<file path="src/flash_pkg.sv">
`default_nettype none

package flash_pkg;

    // Byte address space of the serial flash
    localparam int FLASH_ADDR_BITS = 24;

    // Quad I/O fast read, command and address both go out on four lines
    localparam logic [7:0] CMD_QUAD_READ = 8'hEB;
    // Release from deep power-down, shifted out on the single SI line
    localparam logic [7:0] CMD_WAKE = 8'hAB;

    // Number of sclk periods between the last address nibble and the first data nibble
    localparam int DUMMY_CLKS = 4;

    // Pin engine phases
    localparam logic [2:0] QS_WAKE     = 3'd0;
    localparam logic [2:0] QS_WAKE_GAP = 3'd1;
    localparam logic [2:0] QS_IDLE     = 3'd2;
    localparam logic [2:0] QS_CMD_ADDR = 3'd3;
    localparam logic [2:0] QS_DUMMY    = 3'd4;
    localparam logic [2:0] QS_DATA     = 3'd5;
    localparam logic [2:0] QS_END      = 3'd6;

    // Read sequencer states
    localparam logic [1:0] RD_IDLE     = 2'b00;
    localparam logic [1:0] RD_READING  = 2'b01;
    localparam logic [1:0] RD_NEW_ADDR = 2'b10;

    // Command byte followed by the address, also seen as eight nibbles for the quad lines
    typedef union packed {
        struct packed {
            logic [7:0]                 cmd;
            logic [FLASH_ADDR_BITS-1:0] addr;
        } f;
        logic [7:0][3:0] nib;
    } flash_cmd_word_u;

endpackage

`default_nettype wire

</file>
<file path="src/fetch_port.sv">
`timescale 1ns/1ns
`default_nettype none

module fetch_port (
    input  logic                                 clk,
    input  logic                                 rst,
    input  logic                                 req,
    input  logic [flash_pkg::FLASH_ADDR_BITS-1:0] addr,
    input  logic                                 data_ready,
    input  logic [7:0]                           rd_data,
    output logic                                 ack,
    output logic [7:0]                           data,
    output logic                                 start_read,
    output logic                                 keep_reading,
    output logic [flash_pkg::FLASH_ADDR_BITS-1:0] rd_addr
);
    import flash_pkg::*;

    logic                       miss_wait;
    logic                       pf_pending;
    logic                       buf_valid;
    logic [7:0]                 buf_data;
    logic [FLASH_ADDR_BITS-1:0] buf_tag;
    logic [FLASH_ADDR_BITS-1:0] pf_tag;
    logic                       new_req;
    logic                       hit;
    logic                       land_first;
    logic                       land_pf;

    // A request is new while it has neither been answered nor is waiting on the flash
    assign new_req    = req && !ack && !miss_wait;
    assign hit        = buf_valid && (buf_tag == addr);
    assign land_first = data_ready && miss_wait;
    // A new request on the same cycle wins and the prefetch byte is dropped
    assign land_pf    = data_ready && pf_pending && !new_req;

    always_ff @(posedge clk) begin
        if (rst) begin
            ack          <= 1'b0;
            start_read   <= 1'b0;
            keep_reading <= 1'b0;
            miss_wait    <= 1'b0;
            pf_pending   <= 1'b0;
            buf_valid    <= 1'b0;
        end else begin
            start_read <= 1'b0;
            if (!req)
                ack <= 1'b0;
            if (new_req) begin
                // Fresh read, keep_reading low for the start pulse aborts any old one
                start_read   <= 1'b1;
                keep_reading <= 1'b0;
                if (hit) begin
                    ack        <= 1'b1;
                    buf_valid  <= 1'b0;
                    pf_pending <= 1'b1;
                end else begin
                    miss_wait  <= 1'b1;
                    pf_pending <= 1'b0;
                end
            end else if (start_read) begin
                keep_reading <= 1'b1;
            end else if (land_first) begin
                // The stream carries on to addr+1, which becomes the prefetch
                ack        <= 1'b1;
                miss_wait  <= 1'b0;
                pf_pending <= 1'b1;
            end else if (land_pf) begin
                buf_valid    <= 1'b1;
                pf_pending   <= 1'b0;
                keep_reading <= 1'b0;
            end
        end
    end

    always_ff @(posedge clk) begin
        if (new_req) begin
            pf_tag <= addr + FLASH_ADDR_BITS'(1);
            if (hit) begin
                data    <= buf_data;
                rd_addr <= addr + FLASH_ADDR_BITS'(1);
            end else begin
                rd_addr <= addr;
            end
        end
        if (land_first)
            data <= rd_data;
        if (land_pf) begin
            buf_data <= rd_data;
            buf_tag  <= pf_tag;
        end
    end

endmodule

`default_nettype wire

</file>
<file path="src/flash_fetch_top.sv">
`timescale 1ns/1ns
`default_nettype none

module flash_fetch_top (
    input  logic                                 clk,
    input  logic                                 rst,
    input  logic                                 req,
    input  logic [flash_pkg::FLASH_ADDR_BITS-1:0] addr,
    input  logic [3:0]                           io_in,
    output logic                                 ack,
    output logic [7:0]                           data,
    output logic                                 cs,
    output logic                                 sclk,
    output logic [3:0]                           io_out,
    output logic [3:0]                           io_oe
);
    import flash_pkg::*;

    logic                       start_read;
    logic                       keep_reading;
    logic [FLASH_ADDR_BITS-1:0] rd_addr;
    logic                       data_ready;
    logic [FLASH_ADDR_BITS-1:0] active_addr;
    logic                       do_read;
    logic                       setup_done;
    logic                       byte_valid;
    logic [7:0]                 byte_data;

    fetch_port u_fetch_port (
        .clk          (clk),
        .rst          (rst),
        .req          (req),
        .addr         (addr),
        .data_ready   (data_ready),
        .rd_data      (byte_data),
        .ack          (ack),
        .data         (data),
        .start_read   (start_read),
        .keep_reading (keep_reading),
        .rd_addr      (rd_addr)
    );

    flash_reader u_flash_reader (
        .clk          (clk),
        .rst          (rst),
        .addr         (rd_addr),
        .start_read   (start_read),
        .keep_reading (keep_reading),
        .setup_done   (setup_done),
        .byte_valid   (byte_valid),
        .data_ready   (data_ready),
        .active_addr  (active_addr),
        .do_read      (do_read)
    );

    qspi_flash u_qspi_flash (
        .clk        (clk),
        .rst        (rst),
        .addr       (active_addr),
        .do_read    (do_read),
        .io_in      (io_in),
        .setup_done (setup_done),
        .byte_valid (byte_valid),
        .byte_data  (byte_data),
        .cs         (cs),
        .sclk       (sclk),
        .io_out     (io_out),
        .io_oe      (io_oe)
    );

endmodule

`default_nettype wire

</file>
<file path="src/flash_reader.sv">
`timescale 1ns/1ns
`default_nettype none

// Starting a read: pulse start_read with keep_reading low and addr valid, then hold
// keep_reading high. The read stays pending until data_ready.
// Scheduling a read: raise start_read while a read is pending. It becomes pending
// itself at the next data_ready, and addr must stay put until then.
// Dropping keep_reading aborts everything and no data_ready follows.

module flash_reader (
    input  logic                                 clk,
    input  logic                                 rst,
    input  logic [flash_pkg::FLASH_ADDR_BITS-1:0] addr,
    input  logic                                 start_read,
    input  logic                                 keep_reading,
    input  logic                                 setup_done,
    input  logic                                 byte_valid,
    output logic                                 data_ready,
    output logic [flash_pkg::FLASH_ADDR_BITS-1:0] active_addr,
    output logic                                 do_read
);
    import flash_pkg::*;

    logic [1:0] state;
    logic       read_scheduled;
    logic       load_addr;

    // The pin engine only runs once its wake-up sequence is through
    assign do_read    = (state == RD_READING) && setup_done;
    assign data_ready = byte_valid && keep_reading && (state == RD_READING);

    // Cases in which the FSM below moves to a new address
    assign load_addr = start_read && (!keep_reading || state == RD_IDLE)
                     || (keep_reading && state == RD_READING && data_ready
                         && (start_read || read_scheduled));

    always_ff @(posedge clk) begin
        if (rst) begin
            state          <= RD_IDLE;
            read_scheduled <= 1'b0;
        end else if (!keep_reading) begin
            read_scheduled <= 1'b0;
            if (start_read) begin
                // A running transaction must end before the new address goes out
                if (do_read)
                    state <= RD_NEW_ADDR;
                else
                    state <= RD_READING;
            end else begin
                state <= RD_IDLE;
            end
        end else begin
            case (state)
                RD_IDLE: begin
                    if (start_read)
                        state <= RD_READING;
                end
                RD_READING: begin
                    if (data_ready) begin
                        if (start_read || read_scheduled) begin
                            read_scheduled <= 1'b0;
                            state          <= RD_NEW_ADDR;
                        end
                    end else if (start_read) begin
                        read_scheduled <= 1'b1;
                    end
                end
                RD_NEW_ADDR: begin
                    // do_read is low for this one cycle, so the flash restarts
                    if (start_read)
                        read_scheduled <= 1'b1;
                    state <= RD_READING;
                end
                default: begin
                    state <= RD_IDLE;
                end
            endcase
        end
    end

    always_ff @(posedge clk) begin
        if (load_addr)
            active_addr <= addr;
    end

endmodule

`default_nettype wire

</file>
<file path="src/qspi_flash.sv">
`timescale 1ns/1ns
`default_nettype none

module qspi_flash (
    input  logic                                 clk,
    input  logic                                 rst,
    input  logic [flash_pkg::FLASH_ADDR_BITS-1:0] addr,
    input  logic                                 do_read,
    input  logic [3:0]                           io_in,
    output logic                                 setup_done,
    output logic                                 byte_valid,
    output logic [7:0]                           byte_data,
    output logic                                 cs,
    output logic                                 sclk,
    output logic [3:0]                           io_out,
    output logic [3:0]                           io_oe
);
    import flash_pkg::*;

    logic [2:0]      state;
    logic [2:0]      cnt;
    logic [3:0]      hi_nib;
    flash_cmd_word_u word;
    logic            in_txn;

    // Phases in which a read transaction holds cs low
    assign in_txn = (state == QS_CMD_ADDR) || (state == QS_DUMMY) || (state == QS_DATA);

    // sclk idles high. Every phase below toggles it once per clk, so one sclk period
    // takes two clk cycles. Outputs move on the falling half, inputs are taken on the
    // rising half
    always_ff @(posedge clk) begin
        if (rst) begin
            state      <= QS_WAKE;
            cnt        <= 3'd0;
            cs         <= 1'b1;
            sclk       <= 1'b1;
            io_out     <= 4'h0;
            io_oe      <= 4'h0;
            setup_done <= 1'b0;
            byte_valid <= 1'b0;
        end else begin
            byte_valid <= 1'b0;
            if (in_txn && !do_read) begin
                // Read no longer wanted, release the bus with sclk back at idle
                state <= QS_END;
                cs    <= 1'b1;
                sclk  <= 1'b1;
                io_oe <= 4'h0;
            end else begin
                case (state)
                    QS_WAKE: begin
                        if (sclk) begin
                            // Single-line SPI, WP and HOLD driven high, MSB first
                            cs     <= 1'b0;
                            sclk   <= 1'b0;
                            io_oe  <= 4'b1101;
                            io_out <= {2'b11, 1'b0, CMD_WAKE[3'd7 - cnt]};
                        end else begin
                            sclk <= 1'b1;
                            cnt  <= cnt + 3'd1;
                            if (cnt == 3'd7)
                                state <= QS_WAKE_GAP;
                        end
                    end
                    QS_WAKE_GAP: begin
                        // One idle sclk period with cs high after the wake-up command
                        if (cnt == 3'd0) begin
                            cs    <= 1'b1;
                            io_oe <= 4'h0;
                            cnt   <= 3'd1;
                        end else begin
                            setup_done <= 1'b1;
                            cnt        <= 3'd0;
                            state      <= QS_IDLE;
                        end
                    end
                    QS_IDLE: begin
                        if (do_read) begin
                            cs          <= 1'b0;
                            word.f.cmd  <= CMD_QUAD_READ;
                            word.f.addr <= addr;
                            cnt         <= 3'd0;
                            state       <= QS_CMD_ADDR;
                        end
                    end
                    QS_CMD_ADDR: begin
                        if (sclk) begin
                            sclk     <= 1'b0;
                            io_oe    <= 4'hf;
                            io_out   <= word.nib[7];
                            word.nib <= {word.nib[6:0], 4'h0};
                        end else begin
                            sclk <= 1'b1;
                            cnt  <= cnt + 3'd1;
                            // Eight nibbles, the counter wraps back to zero for DUMMY
                            if (cnt == 3'd7)
                                state <= QS_DUMMY;
                        end
                    end
                    QS_DUMMY: begin
                        if (sclk) begin
                            sclk  <= 1'b0;
                            io_oe <= 4'h0;
                        end else begin
                            sclk <= 1'b1;
                            if (cnt == 3'(DUMMY_CLKS - 1)) begin
                                cnt   <= 3'd0;
                                state <= QS_DATA;
                            end else begin
                                cnt <= cnt + 3'd1;
                            end
                        end
                    end
                    QS_DATA: begin
                        if (sclk) begin
                            sclk <= 1'b0;
                        end else begin
                            sclk <= 1'b1;
                            cnt  <= cnt + 3'd1;
                            // High nibble comes first on the lines
                            if (!cnt[0])
                                hi_nib <= io_in;
                            else
                                byte_valid <= 1'b1;
                        end
                    end
                    QS_END: begin
                        // cs has been high for this cycle and the next one
                        state <= QS_IDLE;
                    end
                    default: begin
                        state <= QS_END;
                        cs    <= 1'b1;
                        sclk  <= 1'b1;
                        io_oe <= 4'h0;
                    end
                endcase
            end
        end
    end

    always_ff @(posedge clk) begin
        if (state == QS_DATA && do_read && !sclk && cnt[0])
            byte_data <= {hi_nib, io_in};
    end

endmodule

`default_nettype wire

</file>
<file path="config.mk">
export PLATFORM = sky130hd
export DESIGN_NAME = flash_fetch_top
export DESIGN_NICKNAME = d
export VERILOG_FILES = /design/src/flash_pkg.sv /design/src/fetch_port.sv /design/src/flash_fetch_top.sv /design/src/flash_reader.sv /design/src/qspi_flash.sv
export SDC_FILE = /design/constraint.sdc
export NUM_CORES = 1
export LEC_CHECK = 0
export ABC_AREA = 1
export BUFFER_PORTS_ARGS = -buffer_cell sky130_fd_sc_hd__buf_2
export CAP_MARGIN = 5
export CORE_MARGIN = 5
export CORE_UTILIZATION = 29
export CTS_CLUSTER_SIZE = 28
export DETAILED_ROUTE_END_ITERATION = 10
export PLACE_DENSITY = 0.47
export SLEW_MARGIN = 0
export SYNTH_ARGS = -nofsm -noshare
export SYNTH_HDL_FRONTEND = slang
export SYNTH_SLANG_ARGS = --single-unit
</file>
<file path="constraint.sdc">
create_clock -name clk -period 4.72 [get_ports clk]
set_input_delay 0.708 -clock clk [delete_from_list [all_inputs] [get_ports clk]]
set_output_delay 0.708 -clock clk [all_outputs]
set_load 0.02 [all_outputs]
</file>
* Yosys cells after proc, flatten, opt, wreduce, memory -nomap -nowiden
Memories as Yosys holds them, arrays and structs flattened.
Index checks and enable logic that the tools add are counted.
W data, S select, Z words.
** Storage, ports and cells
- Register bits after elaboration :: 183
- Bits in read-only memories :: 8
- Input port bits :: 31
- Memories kept :: 1
** Operators by class
- Add/subtract/negate cells :: 3
- $lt $le $gt $ge :: 1
- Equality and inequality tests :: 42
- Multiplexer cells :: 72
- Bitwise operators :: 9
- Reduce and logical (&&, ||, !) cells :: 65
** Memory list
- (no name shown) :: depth 8, bits a word 1, read ports 1, clocked after Yosys merged registers in 0, write ports 0, RTL line qspi_flash.sv:58 : io_out <= {2'b11, 1'b0, CMD_WAKE[3'd7 - cnt]};
** Operators with widths (count)
- $mux W32 :: 2
- $pmux W32 S2 :: 1
- $mux W3 :: 13
- $mux W1 :: 32
- $ne A3 B3 Y1 const B :: 9
- $add A24 B1 Y24 const B :: 1
- $eq A24 B24 Y1 :: 1
- $mux W24 :: 1
- $mux W4 :: 6
- $mux W8 :: 3
- $ne A2 B2 Y1 const B :: 11
- $pmux W3 S7 :: 1
- $pmux W4 S5 :: 1
- $reduce_and A5 Y1 :: 4
- $reduce_and A9 Y1 :: 2
- $logic_and A1 B1 Y1 :: 17
- $ne A2 B1 Y1 const B :: 8
- $reduce_bool A2 Y1 :: 7
- $eq A3 B3 Y1 const B :: 4
- $mux W2 :: 6
- $pmux W3 S4 :: 1
- $reduce_and A4 Y1 :: 3
- $reduce_or A4 Y1 :: 3
- $eq A3 B2 Y1 const B :: 3
- other kinds (23) :: 52

* Logic depth before layout (Yosys ltp)
Gate-level depths: netlist of run 1.
- Depth in word-level cells :: 9
- Gate-level depth with buffers :: 14

* Hierarchy
A second synthesis of run 1 with hierarchy kept.
** Second synthesis, totals
- Cell total of the unflattened synthesis :: 762
- Area total of the unflattened synthesis :: 8185.4 µm²
** By module, submodules not included
- fetch_port :: instances 1, cells each 403, area each 4404.2 µm², sequential area each 2762.6 µm²
- qspi_flash :: instances 1, cells each 290, area each 2787.7 µm², sequential area each 1641.6 µm²
- flash_reader :: instances 1, cells each 69, area each 993.5 µm², sequential area each 780.7 µm²

* Least setup slack after synthesis of run 1
OpenSTA, ideal clock, no wires.
- Path kind :: in2reg
- Start point :: in req
- End point :: reg u_fetch_port.keep_reading
- Setup time :: 0.179 ns
- Data arrival time :: 3.379 ns
- Required time :: 4.541 ns
- Setup slack :: 1.162 ns
- Stages on the path :: 6
- Buffers on the path :: 0
- Cell sequence :: nand2_1 -> inv_1 -> nor2_1 -> nand2_1 -> a21oi_1 -> nor3_1
** On the way
- Longest elaborated chain between the ends :: 6
** Ends and longest elaborated chain
- from (decl) :: RTL line flash_fetch_top.sv:7 : input logic req,
- $logic_and A1 B1 Y1 (2 in series) :: RTL line fetch_port.sv:31 : assign new_req = req && !ack && !miss_wait;
- net u_fetch_port.new_req :: RTL line fetch_port.sv:25 : logic new_req;
- $logic_not A1 Y1 :: RTL line fetch_port.sv:35 : assign land_pf = data_ready && pf_pending && !new_req;
- $logic_and A1 B1 Y1 :: RTL line fetch_port.sv:35
- net u_fetch_port.land_pf :: RTL line fetch_port.sv:28 : logic land_pf;
- $reduce_bool A2 Y1 (no line)
- $reduce_and A2 Y1 (no line)
- to (signal assigned) :: RTL line fetch_port.sv:41 : keep_reading <= 1'b0;
- to (signal assigned) :: RTL line fetch_port.sv:52 : keep_reading <= 1'b0;
- to (signal assigned) :: RTL line fetch_port.sv:62 : keep_reading <= 1'b1;
- to (decl) :: RTL line fetch_port.sv:14 : output logic keep_reading,
The timed path passes the listed nets, and every way through them passes these cells.
A chain may end at the register's enable or synchronous reset.

==> impl_summary.md, run 1 <==
Run status
The run finished with clean final reports.

Routing
The average wire per cell in the routed design is 13.8 um. The routed design has 17300 um of wire. The iteration count of the initial detailed-routing pass is 5.

The count of nets left with antenna violations after detail routing is 0. The average via count per standard cell is 4.18. In this run, the number of DRC markers left after iteration 0 of detailed routing was 367. The total number of vias is 5231. In the routed design, unresolved DRC markers number 0.

Global route
The via count of the first global-routing pass came to 5128. The wire length of the first global-routing pass is 27700 um. Entering global routing, the biggest net connects 52 pins. The number of antenna violations at the first check in global routing came to 0. Summed over all layers, the global routing overflow is 0. The global-route total usage across every layer is 11.4%.

Clock tree
The number of cells upsized or downsized after cts is 0. After clock tree synthesis, the flow added hold-fix buffers numbering 0. Once the clock tree was built, the setup fixing pass inserted 0 buffers. The H-tree depth is 4. Clock-pin slew was measured on the worst setup and hold paths at 0.07 ns. The number of sinks driven by the clock tree is 181.

The clock tree buffer depth is 2. The clock latency on the worst-skew pair is 0.43 ns. The total CTS buffers is 17.

The cell sitting at the root of the clock tree is a clkbuf_16. TritonCTS built the clock tree.

Layout
The footprint of the multi-input gates is 2460 um2. At the end of the flow, the number of nets in the layout was 897. Compared with the post-synthesis result, the final layout area differs by 15.7%.

The fraction of layout instances using a drive strength above 1 is 14.3%. Registers take 5180 um2. The number of fillers in the final layout is 2802. The diode insertion count for antenna repair is 0. For this run, the share of the core covered by cells in the final layout is 33.8%.

Flow run
Across the run, the number of max-cap violations was 0.

Critical path
On the worst path, the slowest cell contributes a delay of 0.85 ns. The peak fanout along the critical path is 38. The master of the slowest instance on the critical path is nor4_1. STA puts the critical path data required time at 4.77 ns. Data arrives at the worst endpoint at 2.85 ns.

The cell class contributing the biggest share of worst-path delay is simple AND/OR/NAND/NOR gates. The startpoint class of the critical path is a flip-flop. The number of buffers and inverters on the critical path is 2. The critical path goes through inv_2 -> nand3_2 -> buf_4 -> nand3_1 -> nand2_2 -> nand2_1 -> nor4_1. The critical path in this run is classified as flip-flop to flip-flop. The worst setup path is captured at a flip-flop.

Pwr
The power density normalized to cell area is 391 nW/um2. The leakage power is 0.00375 uW. The worst vdd rail ir drop is 0.000250 V.

Timing
The worst-case headroom to the max-slew limit is 20.1%. Setup repair after global routing left no endpoint under its margin. The number of max-slew violations in the final report is 0. After routing, the total negative slack on setup checks comes to 0 ns. The part of the cycle the worst path needs is 59.3%. The final number of setup-violating endpoints is 0. Between clock sinks in the finished design, the worst skew comes to 0.0131 ns.

The fmax is 0.357 GHz. The final critical delay including setup and external delays is 2.80 ns. At the pin with the least slew margin, the transition time is 1.20 ns.

The count of final hold-check violations was 0.

Placed design
Input and output buffers added on the ports amount to 49. Routability-driven placement finished with a final weighted congestion of 0.887. Detailed placement finished with a half-perimeter wire length of 12600 um.

Logic synthesis
The number of register bits inferred by synthesis is 181. The synthesized design devotes to its leading area cell type 57.9% of total area. For this run, the number of Yosys warnings is 0. Of all flip-flops after synthesis, the portion carrying an async set or reset was 0%.

The main flop type after synthesis is edfxtp_1. The cell taking the most area after synthesis is edfxtp_1. The most used standard cell by instance count after synthesis is nand2_1. The count of flip-flops with a built-in enable after synthesis is 156.

The area of the mapped netlist is 8100 um2. Sorting the synthesized cells by area gives the leading types as edfxtp_1, nand2_1, dfxtp_1. The sequential cell area fraction in the yosys report is 64.0%. Counting distinct cell types in the post-synthesis netlist gives 38. In the synthesized netlist, the cells that appear most often are nand2_1, edfxtp_1, nor2_1. The total nets after synthesis is 849.

A synthesized cell averages 9.98 um2. The cell count after synthesis came out at 811.

Floorplan
The core area is 27700 um2. The die covers 31400 um2. For this configuration, the core starts out at a cell density of 29.2%. The vertical die dimension is 177 um.

The top-level I/O count is 50. The die extent in x is 177 um. The floorplan has 61 rows.

Min path
The worst hold path class is flip-flop to flip-flop.
routing by layer:
metal	routed length [um]	vias to the layer above	global-route usage [%]	part of all wire, %
met3	499	35	2.67	2.9
met1	8430	2362	15.8	49
met5	0	-	0	0
met2	8000	86	17.4	46
li1	-	2748	-	-
met4	388	0	4.09	2.2
flip-flops by register name, indices dropped and copies added (netlist names), 2 cells and up, named ones only:
name and flops:
u_qspi_flash.cnt 3, u_qspi_flash.state 2, u_qspi_flash.byte_data 8, u_fetch_port.pf_tag 24, u_fetch_port.rd_addr 24, u_qspi_flash.io_out 4, u_fetch_port.buf_tag 24, u_qspi_flash.word 32
u_fetch_port.buf_data 8, u_flash_reader.state 2, u_qspi_flash.hi_nib 4, u_fetch_port.data 8, u_qspi_flash.io_oe 2, u_flash_reader.active_addr 24
per-stage QoR:
| stage | area, um2 | total power (uW) | std cells | worst slack [ns] | hold WS [ns] |
|---|---|---|---|---|---|
| floorplan | 8100 | 2020 | 811 | 1.16 | 0.400 |
| global placement | 8700 | 2110 | 1218 | 1.92 | 0.400 |
| detailed placement | 8700 | 2110 | 1218 | 1.93 | 0.405 |
| CTS | 9370 | 3710 | 1250 | 1.89 | 0.419 |
| global route | 9370 | 3810 | 1250 | 1.65 | 0.421 |
| finish | 9370 | 3660 | 1250 | 1.92 | 0.417 |
final timing paths:
check / from / endpoint / slack [ns] / depth (start not counted)
max: flip-flop / u_qspi_flash.hi_nib[3] / 1.92 / 7
min: u_fetch_port.rd_addr[14] / u_flash_reader.active_addr[14] / 0.42 / 0
max reg2reg: flip-flop / u_qspi_flash.hi_nib[3] / 1.92 / 7
min reg2reg: u_fetch_port.rd_addr[14] / u_flash_reader.active_addr[14] / 0.42 / 0
area by class of cell:
cell class,instances,share of cell area [%]
sequential,181,55.3
multi-input combinational,524,26.3
tap,378,5.05
clock buffer,17,4.54
inverter,83,3.34
timing repair buffer,52,2.86
clock inverter,15,2.60
layout by cell type (no fill, tap or decap), drive strengths merged:
master	instances
nor2	82
or2	7
nor4	1
edfxtp	156
clkinv	7
inv	84
xnor2	11
nor3b	1
o21bai	1
nor2b	1
xor2	21
nor3	12
clkbuf	17
o22ai	1
and2	2
bufinv	5
buf	52
dfxtp	25
a31oi	3
nand3	27
a21oi	18
clkinvlp	2
o21ai	25
nand4	13
nand3b	3
ha	7
nand2	288
cell families after synthesis:
logic type               after synthesis  share of synthesized area [%]
adder cells (fa/ha/maj)                7                           1.08
XOR/XNOR                              32                           3.55
flip-flops                           181                           64.0
AO/OA/AOI/OAI                         48                           3.06
buffers and inverters                106                           5.76
AND/OR/NAND/NOR                      437                           22.5
power breakdown:
| group | internal, uW | switching (uW) |
|---|---|---|
| clock network | 957 | 635 |
| registers | 1810 | 25.6 |
| logic | 70.2 | 162 |
| total | 2840 | 822 |
No activity file was read; power rests on OpenSTA's default activity.
==> run 2: changes to the inputs <==
==> constraint.sdc (replaced) <==
create_clock -name clk -period 2.8 [get_ports clk]
set_input_delay 0.42 -clock clk [delete_from_list [all_inputs] [get_ports clk]]
set_output_delay 0.42 -clock clk [all_outputs]
set_load 0.02 [all_outputs]
==> run 2 against run 1 <==
  * Highest routed layer unchanged
  * Critical path depth did not move
  * Die area did not move
  * Combinational power rose by 73%
  * Largest power group unchanged
  * Final cell count rose by 0.48%
  * Global-route usage rose by 0.43 points
  * Sequential cell count did not move
  * Via count rose by 3.2%
  * Critical path type unchanged
  * Clock skew barely moved
  * Sequential share of layout area fell by 0.11 points
  * Worst setup slack got worse by 1.5 ns
  * Non-clock buffer count rose by 7
  * Utilization rose by 0.068 points
==> impl_summary.md, run 2 (synthesis results as in run 1) <==
Layout
Ranked by flip-flop count, first place goes to u_qspi_flash.word. The leading cell type in the layout, fill and taps excluded is nand2_1. The number of standard cells in the final layout excluding fillers is 1256 (+0.48%). The final instance area is 9390 um2 (+0.20%). The top cell types in the final layout, fill and taps aside, are nand2_1, edfxtp_1, nor2_1. The fraction of layout instances using a drive strength above 1 came to 14.8% (+0.47 points).

Compared with the post-synthesis result, the final layout area differs by 16.0%. The flip-flop count of the largest register, all copies and words added is 32 (unchanged). The final layout net count is 904 (+0.78%). The number of fillers in the final layout is 2819 (+0.61%). The diode insertion count for antenna repair is 0 (unchanged). The post-route core utilization is 33.9% (+0.068 points).

Clock tree
The number of sinks driven by the clock tree is 181 (unchanged). The total CTS buffers is 17 (unchanged). The clock latency on the worst-skew pair is 0.43 ns (about the same). The CTS tree is built.

The number of buffers inserted by post-CTS setup repair is 0 (unchanged). The cts-stage hold buffer count was 0 (unchanged). The H-tree depth is 4 (unchanged). The post-CTS clock slew at the launch and capture registers of the worst setup and hold paths is 0.07 ns (about the same). The clock tree buffer depth is 2 (unchanged). The clock root buffer is clkbuf_16. The number of cells upsized or downsized after cts is 0 (unchanged).

Placed design
The HPWL after detailed placement is 13000 um (+3.5%). The number of cells in the design after placement is 1225 (+0.57%). The setup slack at placement is 0.524 ns (-1.40 ns). The count of port buffers added during placement is 49 (unchanged). The global placer's final weighted congestion is 0.950 (+7.1%).

The instance area after placement was 8760 um2 (+0.75%).

Floorplan
The cell row count came to 61 (unchanged). The vertical die dimension came to 177 um (unchanged). The die area is 31400 um2 (unchanged).

The starting utilization of the core area came to 29.2% (unchanged). The top-level I/O count is 50 (unchanged). The core area is 27700 um2 (unchanged). The die extent in x is 177 um (unchanged).

Timing
The worst-case headroom to the max-slew limit is 50.8% (+31 points). The fmax is 0.417 GHz (+17%). The final number of setup-violating endpoints came to 0 (unchanged).

The final critical delay including setup and external delays is 2.40 ns (-0.404 ns). The final setup TNS is 0 ns (unchanged). Setup repair after global routing left no endpoint under its margin.

The pin slew with the least headroom to its limit came to 0.734 ns (-0.465 ns). The worst path setup slack after routing was 0.405 ns (-1.52 ns). The part of the cycle the worst path needs was 85.5% (+26 points).

The number of max-slew violations in the final report is 0 (unchanged). The worst clock skew on the final layout is 0.0127 ns (-0.000435 ns). The count of final hold-check violations is 0 (unchanged).

Pwr
The worst vdd rail ir drop is 0.000398 V (+59%). The leakage power is 0.00378 uW (+0.69%). The power density normalized to cell area is 643 nW/um2 (+65%).

Global route
The number of antenna violations at the first check in global routing is 0 (unchanged). The via count of the first global-routing pass is 5247 (+2.3%). The global-route total usage across every layer was 11.8% (+0.43 points). The wire length of the first global-routing pass is 28700 um (+3.4%).

The pin count of the biggest net entering global routing is 34 (-35%). The total grt overflow is 0 (unchanged).

Critical path
The arrival time at the worst endpoint came to 2.55 ns (-0.30 ns). The start-to-end type of the worst setup path is flip-flop to flip-flop. STA classifies the critical path endpoint as a flip-flop. The length in cells of the worst reg-to-reg path is 7 (unchanged). The worst setup path is launched from a flip-flop.

The peak fanout along the critical path is 9 (-76%). The required time reported for the critical path endpoint is 2.95 ns (-1.82 ns).

Routing
The average wire per cell in the routed design is 14.3 um (+2.9%). The count of nets left with antenna violations after detail routing was 0 (unchanged). The first-iteration detailed-routing DRC count is 378 (+3.0%). The average via count per standard cell came to 4.30 (+2.7%).

The detailed-route DRC error count is 0 (unchanged). The total number of vias is 5400 (+3.2%). The total wire length was 17900 um (+3.4%). The iteration count of the initial detailed-routing pass came to 5 (unchanged).

Min path
The depth of the worst hold-timing path came to 1 (+1). The worst hold path class is input pin to flip-flop.

Flow run
The max-cap violation count was 0 (unchanged).

Run status
The run finished with clean final reports.
-- run 2: cell count changes in the layout (fill, tap and decap cells not counted), sizes merged --
cell      change
clkinvlp      -2
buf           +7
inv           -1
clkinv        +3
bufinv        -1
-- run 2: power breakdown --
group	internal (uW)	total (uW)	switching (uW)	leakage [uW]
registers	3050	3090	44.3	0.00161
clock network	1500	2540	1040	0.000307
logic	123	402	278	0.00185
-- run 2: area by class of cell --
class                           count  area [um2]  share of cell area (%)
Tap cell                          378         473                    5.04
Multi-Input combinational cell    524        2460                    26.2
Clock inverter                     14         198                    2.11
Inverter                           83         313                    3.33
Timing Repair Buffer               59         333                    3.55
Clock buffer                       17         425                    4.53
Sequential cell                   181        5180                    55.2
-- run 2: path summary, 6_finish.rpt --
check / startpoint / end / slack, ns
setup / recovery: u_qspi_flash.state[0] / u_qspi_flash.hi_nib[1] / 0.40
hold / removal: io_in[1] / u_qspi_flash.hi_nib[1] / 0.18
setup reg to reg: u_qspi_flash.state[0] / u_qspi_flash.hi_nib[1] / 0.40
hold reg to reg: u_fetch_port.rd_addr[13] / u_flash_reader.active_addr[13] / 0.42
-- run 2: layer usage --
metal	share of wire, %	global-route usage (%)	routed length (um)
met3	4.2	2.82	753
met5	0	0	0
met1	47	15.9	8450
met4	2.1	4.19	383
met2	46	18.7	8310
-- run 2: per-stage QoR --
step | hold WS, ns | power [uW]
final | 0.176 | 6040
after global routing | 0.157 | 6270
after CTS | 0.154 | 6110
after detailed placement | 0.405 | 3560
after global placement | 0.401 | 3560
after floorplan | 0.400 | 3410
-- run 2: worst max-delay path: stages (launching register included) --
cell and delay [ns]:
dfxtp_1 0.54, nor2_2 0.13, nand2_1 0.13, nand3_1 0.12
nand2_2 0.15, nand2_1 0.19, nor4_1 0.60, buf_4 0.26
==> run 3: changes to the inputs <==
--- a/config.mk
+++ b/config.mk
@@ -9,11 +9,11 @@
 export BUFFER_PORTS_ARGS = -buffer_cell sky130_fd_sc_hd__buf_2
 export CAP_MARGIN = 5
 export CORE_MARGIN = 5
-export CORE_UTILIZATION = 29
+export CORE_UTILIZATION = 55
 export CTS_CLUSTER_SIZE = 28
 export DETAILED_ROUTE_END_ITERATION = 10
-export PLACE_DENSITY = 0.47
-export SLEW_MARGIN = 0
+export PLACE_DENSITY = 0.76
+export SLEW_MARGIN = 10
 export SYNTH_ARGS = -nofsm -noshare
 export SYNTH_HDL_FRONTEND = slang
 export SYNTH_SLANG_ARGS = --single-unit
==> run 3 against run 2 <==
  * Final cell count decreased by 15%
  * Sequential cell count unchanged
  * Clock power shrank 7.9%
  * Critical path depth did not move
  * Sequential share of layout area is 1.9 points higher
  * Sequential power about the same
  * Power shrank 3.6%
  * Die area shrank 45%
==> impl_summary.md, run 3 (synthesis results as in run 1) <==
Clock tree
The clock latency on the worst-skew pair is 0.43 ns (about the same). The number of buffers inserted by post-CTS setup repair is 0 (unchanged). The number of cells upsized or downsized after cts is 0 (unchanged).

The post-CTS clock slew at the launch and capture registers of the worst setup and hold paths is 0.07 ns (about the same). The total CTS buffers was 17 (unchanged). The cts-stage hold buffer count is 0 (unchanged). The number of sinks driven by the clock tree came to 181 (unchanged). TritonCTS built the clock tree.

The clock tree buffer depth is 2 (unchanged). The H-tree depth is 4 (unchanged). The clock root buffer is clkbuf_16.

Critical path
The required time reported for the critical path endpoint is 2.88 ns (-0.07 ns). The length in cells of the worst reg-to-reg path is 7 (unchanged). STA classifies the critical path startpoint as a flip-flop. The worst setup path is of the flip-flop to flip-flop kind. The worst setup path is captured at a flip-flop.

The endpoint identified for the worst register-to-register timing path is u_qspi_flash.word[8]. The flop-to-flop setup slack is 0.73 ns (+0.33 ns). The peak fanout along the critical path is 32 (+23). The startpoint of the most critical register-to-register path is u_flash_reader.state[0]. The arrival time at the worst endpoint is 2.15 ns (-0.40 ns).

Layout
The fraction of layout instances using a drive strength above 1 is 14.6% (-0.23 points). The post-route core utilization is 62.7% (+29 points). The leading cell type in the layout, fill and taps excluded is nand2_1. The most flop-heavy register is u_qspi_flash.word.

The diode insertion count for antenna repair came to 0 (unchanged). The area added between synthesis and finish is 12.1%. The number of fillers in the final layout is 1135 (-60%).

The top cell types in the final layout, fill and taps aside, are nand2_1, edfxtp_1, nor2_1. The final layout net count is 903 (-0.11%). The flip-flop count of the largest register, all copies and words added is 32 (unchanged).

Min path
The worst hold path class is input pin to flip-flop. The worst-case hold path end point is u_qspi_flash.hi_nib[0]. The startpoint identified for the worst hold timing path is io_in[0]. The depth of the worst hold-timing path is 1 (unchanged).

Timing
The part of the cycle the worst path needs is 73.8% (-12 points). The pin slew with the least headroom to its limit is 0.493 ns (-0.241 ns). The fmax is 0.484 GHz (+16%). The worst path setup slack after routing is 0.733 ns (+0.329 ns).

The final critical delay including setup and external delays is 2.07 ns (-0.329 ns). Setup repair after global routing left no endpoint under its margin. The final number of setup-violating endpoints is 0 (unchanged). The count of final hold-check violations is 0 (unchanged). The number of max-slew violations in the final report is 0 (unchanged).

The worst-case headroom to the max-slew limit is 67.0% (+16 points). The final-layout worst hold slack is 0.175 ns (-0.00169 ns). The worst clock skew on the final layout is 0.00661 ns (-0.00610 ns).

Routing
The total number of vias came to 5519 (+2.2%). The total wire length is 15800 um (-12%). The count of nets left with antenna violations after detail routing is 0 (unchanged). The first-iteration detailed-routing DRC count was 559 (+48%). The iteration count of the initial detailed-routing pass is 5 (unchanged). The average via count per standard cell is 5.20 (+21%). The detailed-route DRC error count was 0 (unchanged). The average wire per cell in the routed design came to 14.8 um (+4.1%).

Global route
The number of antenna violations at the first check in global routing is 0 (unchanged). The global-route total usage across every layer is 18.8% (+6.9 points). The total grt overflow is 0 (unchanged). The pin count of the biggest net entering global routing is 38 (+12%). The via count of the first global-routing pass is 5199 (-0.91%). The wire length of the first global-routing pass is 25900 um (-9.8%).

Placed design
The count of port buffers added during placement came to 49 (unchanged). The global placer's final weighted congestion came to 0.937 (-1.4%). The HPWL after detailed placement is 11100 um (-14%). The setup slack at placement is 0.654 ns (+0.130 ns).

Floorplan
The die area came to 17200 um2 (-45%). The cell row count came to 44 (-28%). The vertical die dimension is 131 um (-26%).

The die extent in x is 131 um (-26%). The starting utilization of the core area was 55.9% (+27 points). The core area is 14500 um2 (-48%). The top-level I/O count is 50 (unchanged).

Run status
The run finished with clean final reports.

Pwr
The overall power after layout was 5820 uW (-3.6%). The worst vdd rail ir drop is 0.000474 V (+19%). The power density normalized to cell area is 642 nW/um2 (-0.29%).

The leakage power was 0.00374 uW (-0.98%).

Flow run
The max-cap violation count is 0 (unchanged).
[run 3: layout make-up]
class | instances | area, um2 | area share [%]
clock buffers | 19 | 433 | 4.77
inverters | 83 | 313 | 3.45
multi-input cells | 524 | 2450 | 27.1
repair buffers | 58 | 313 | 3.45
well taps | 184 | 230 | 2.54
flip-flops and latches | 181 | 5180 | 57.2
clock inverters | 13 | 144 | 1.59
[run 3: worst max path at each step]
stage	startpoint	end	slack, ns	depth (start not counted)
floorplan	u_fetch_port.ack	u_fetch_port.keep_reading	-0.02	7
global placement	addr[8]	u_fetch_port.data[5]	0.68	10
detailed placement	addr[8]	u_fetch_port.data[5]	0.65	10
CTS	u_flash_reader.state[0]	u_qspi_flash.word[0]	0.74	7
global route	u_flash_reader.state[0]	u_qspi_flash.word[0]	0.58	7
finish	u_flash_reader.state[0]	u_qspi_flash.word[8]	0.73	7
[run 3: worst max-delay path, cell delays in order, from the launching register on]
cell,delay (ns)
dfxtp_1,0.38
nand2_1,0.09
nor2_1,0.23
inv_1,0.17
nand2_2,0.17
nand2_1,0.18
nor2_2,0.12
buf_4,0.38
[run 3: where the power goes]
part           switching [uW]  internal [uW]  total, uW
Combinational             268            120        388
Sequential               42.0           3050       3090
Clock                    1010           1330       2340
[run 3: layer usage]
layer	vias to the layer above	routed length, um	track usage, %
li1	2751	-	-
met1	2539	7080	25.7
met2	191	7300	28.9
met3	38	902	3.59
met4	0	480	9.26
met5	-	0	0
[run 3: through the flow]
step           area, um2  std cells  TNS, ns
4_1_cts             9070       1062        0
5_1_grt             9070       1062        0
2_1_floorplan       8100        811  -0.0221
3_3_place_gp        8500       1030        0
3_5_place_dp        8500       1030        0
6_report            9070       1062        0
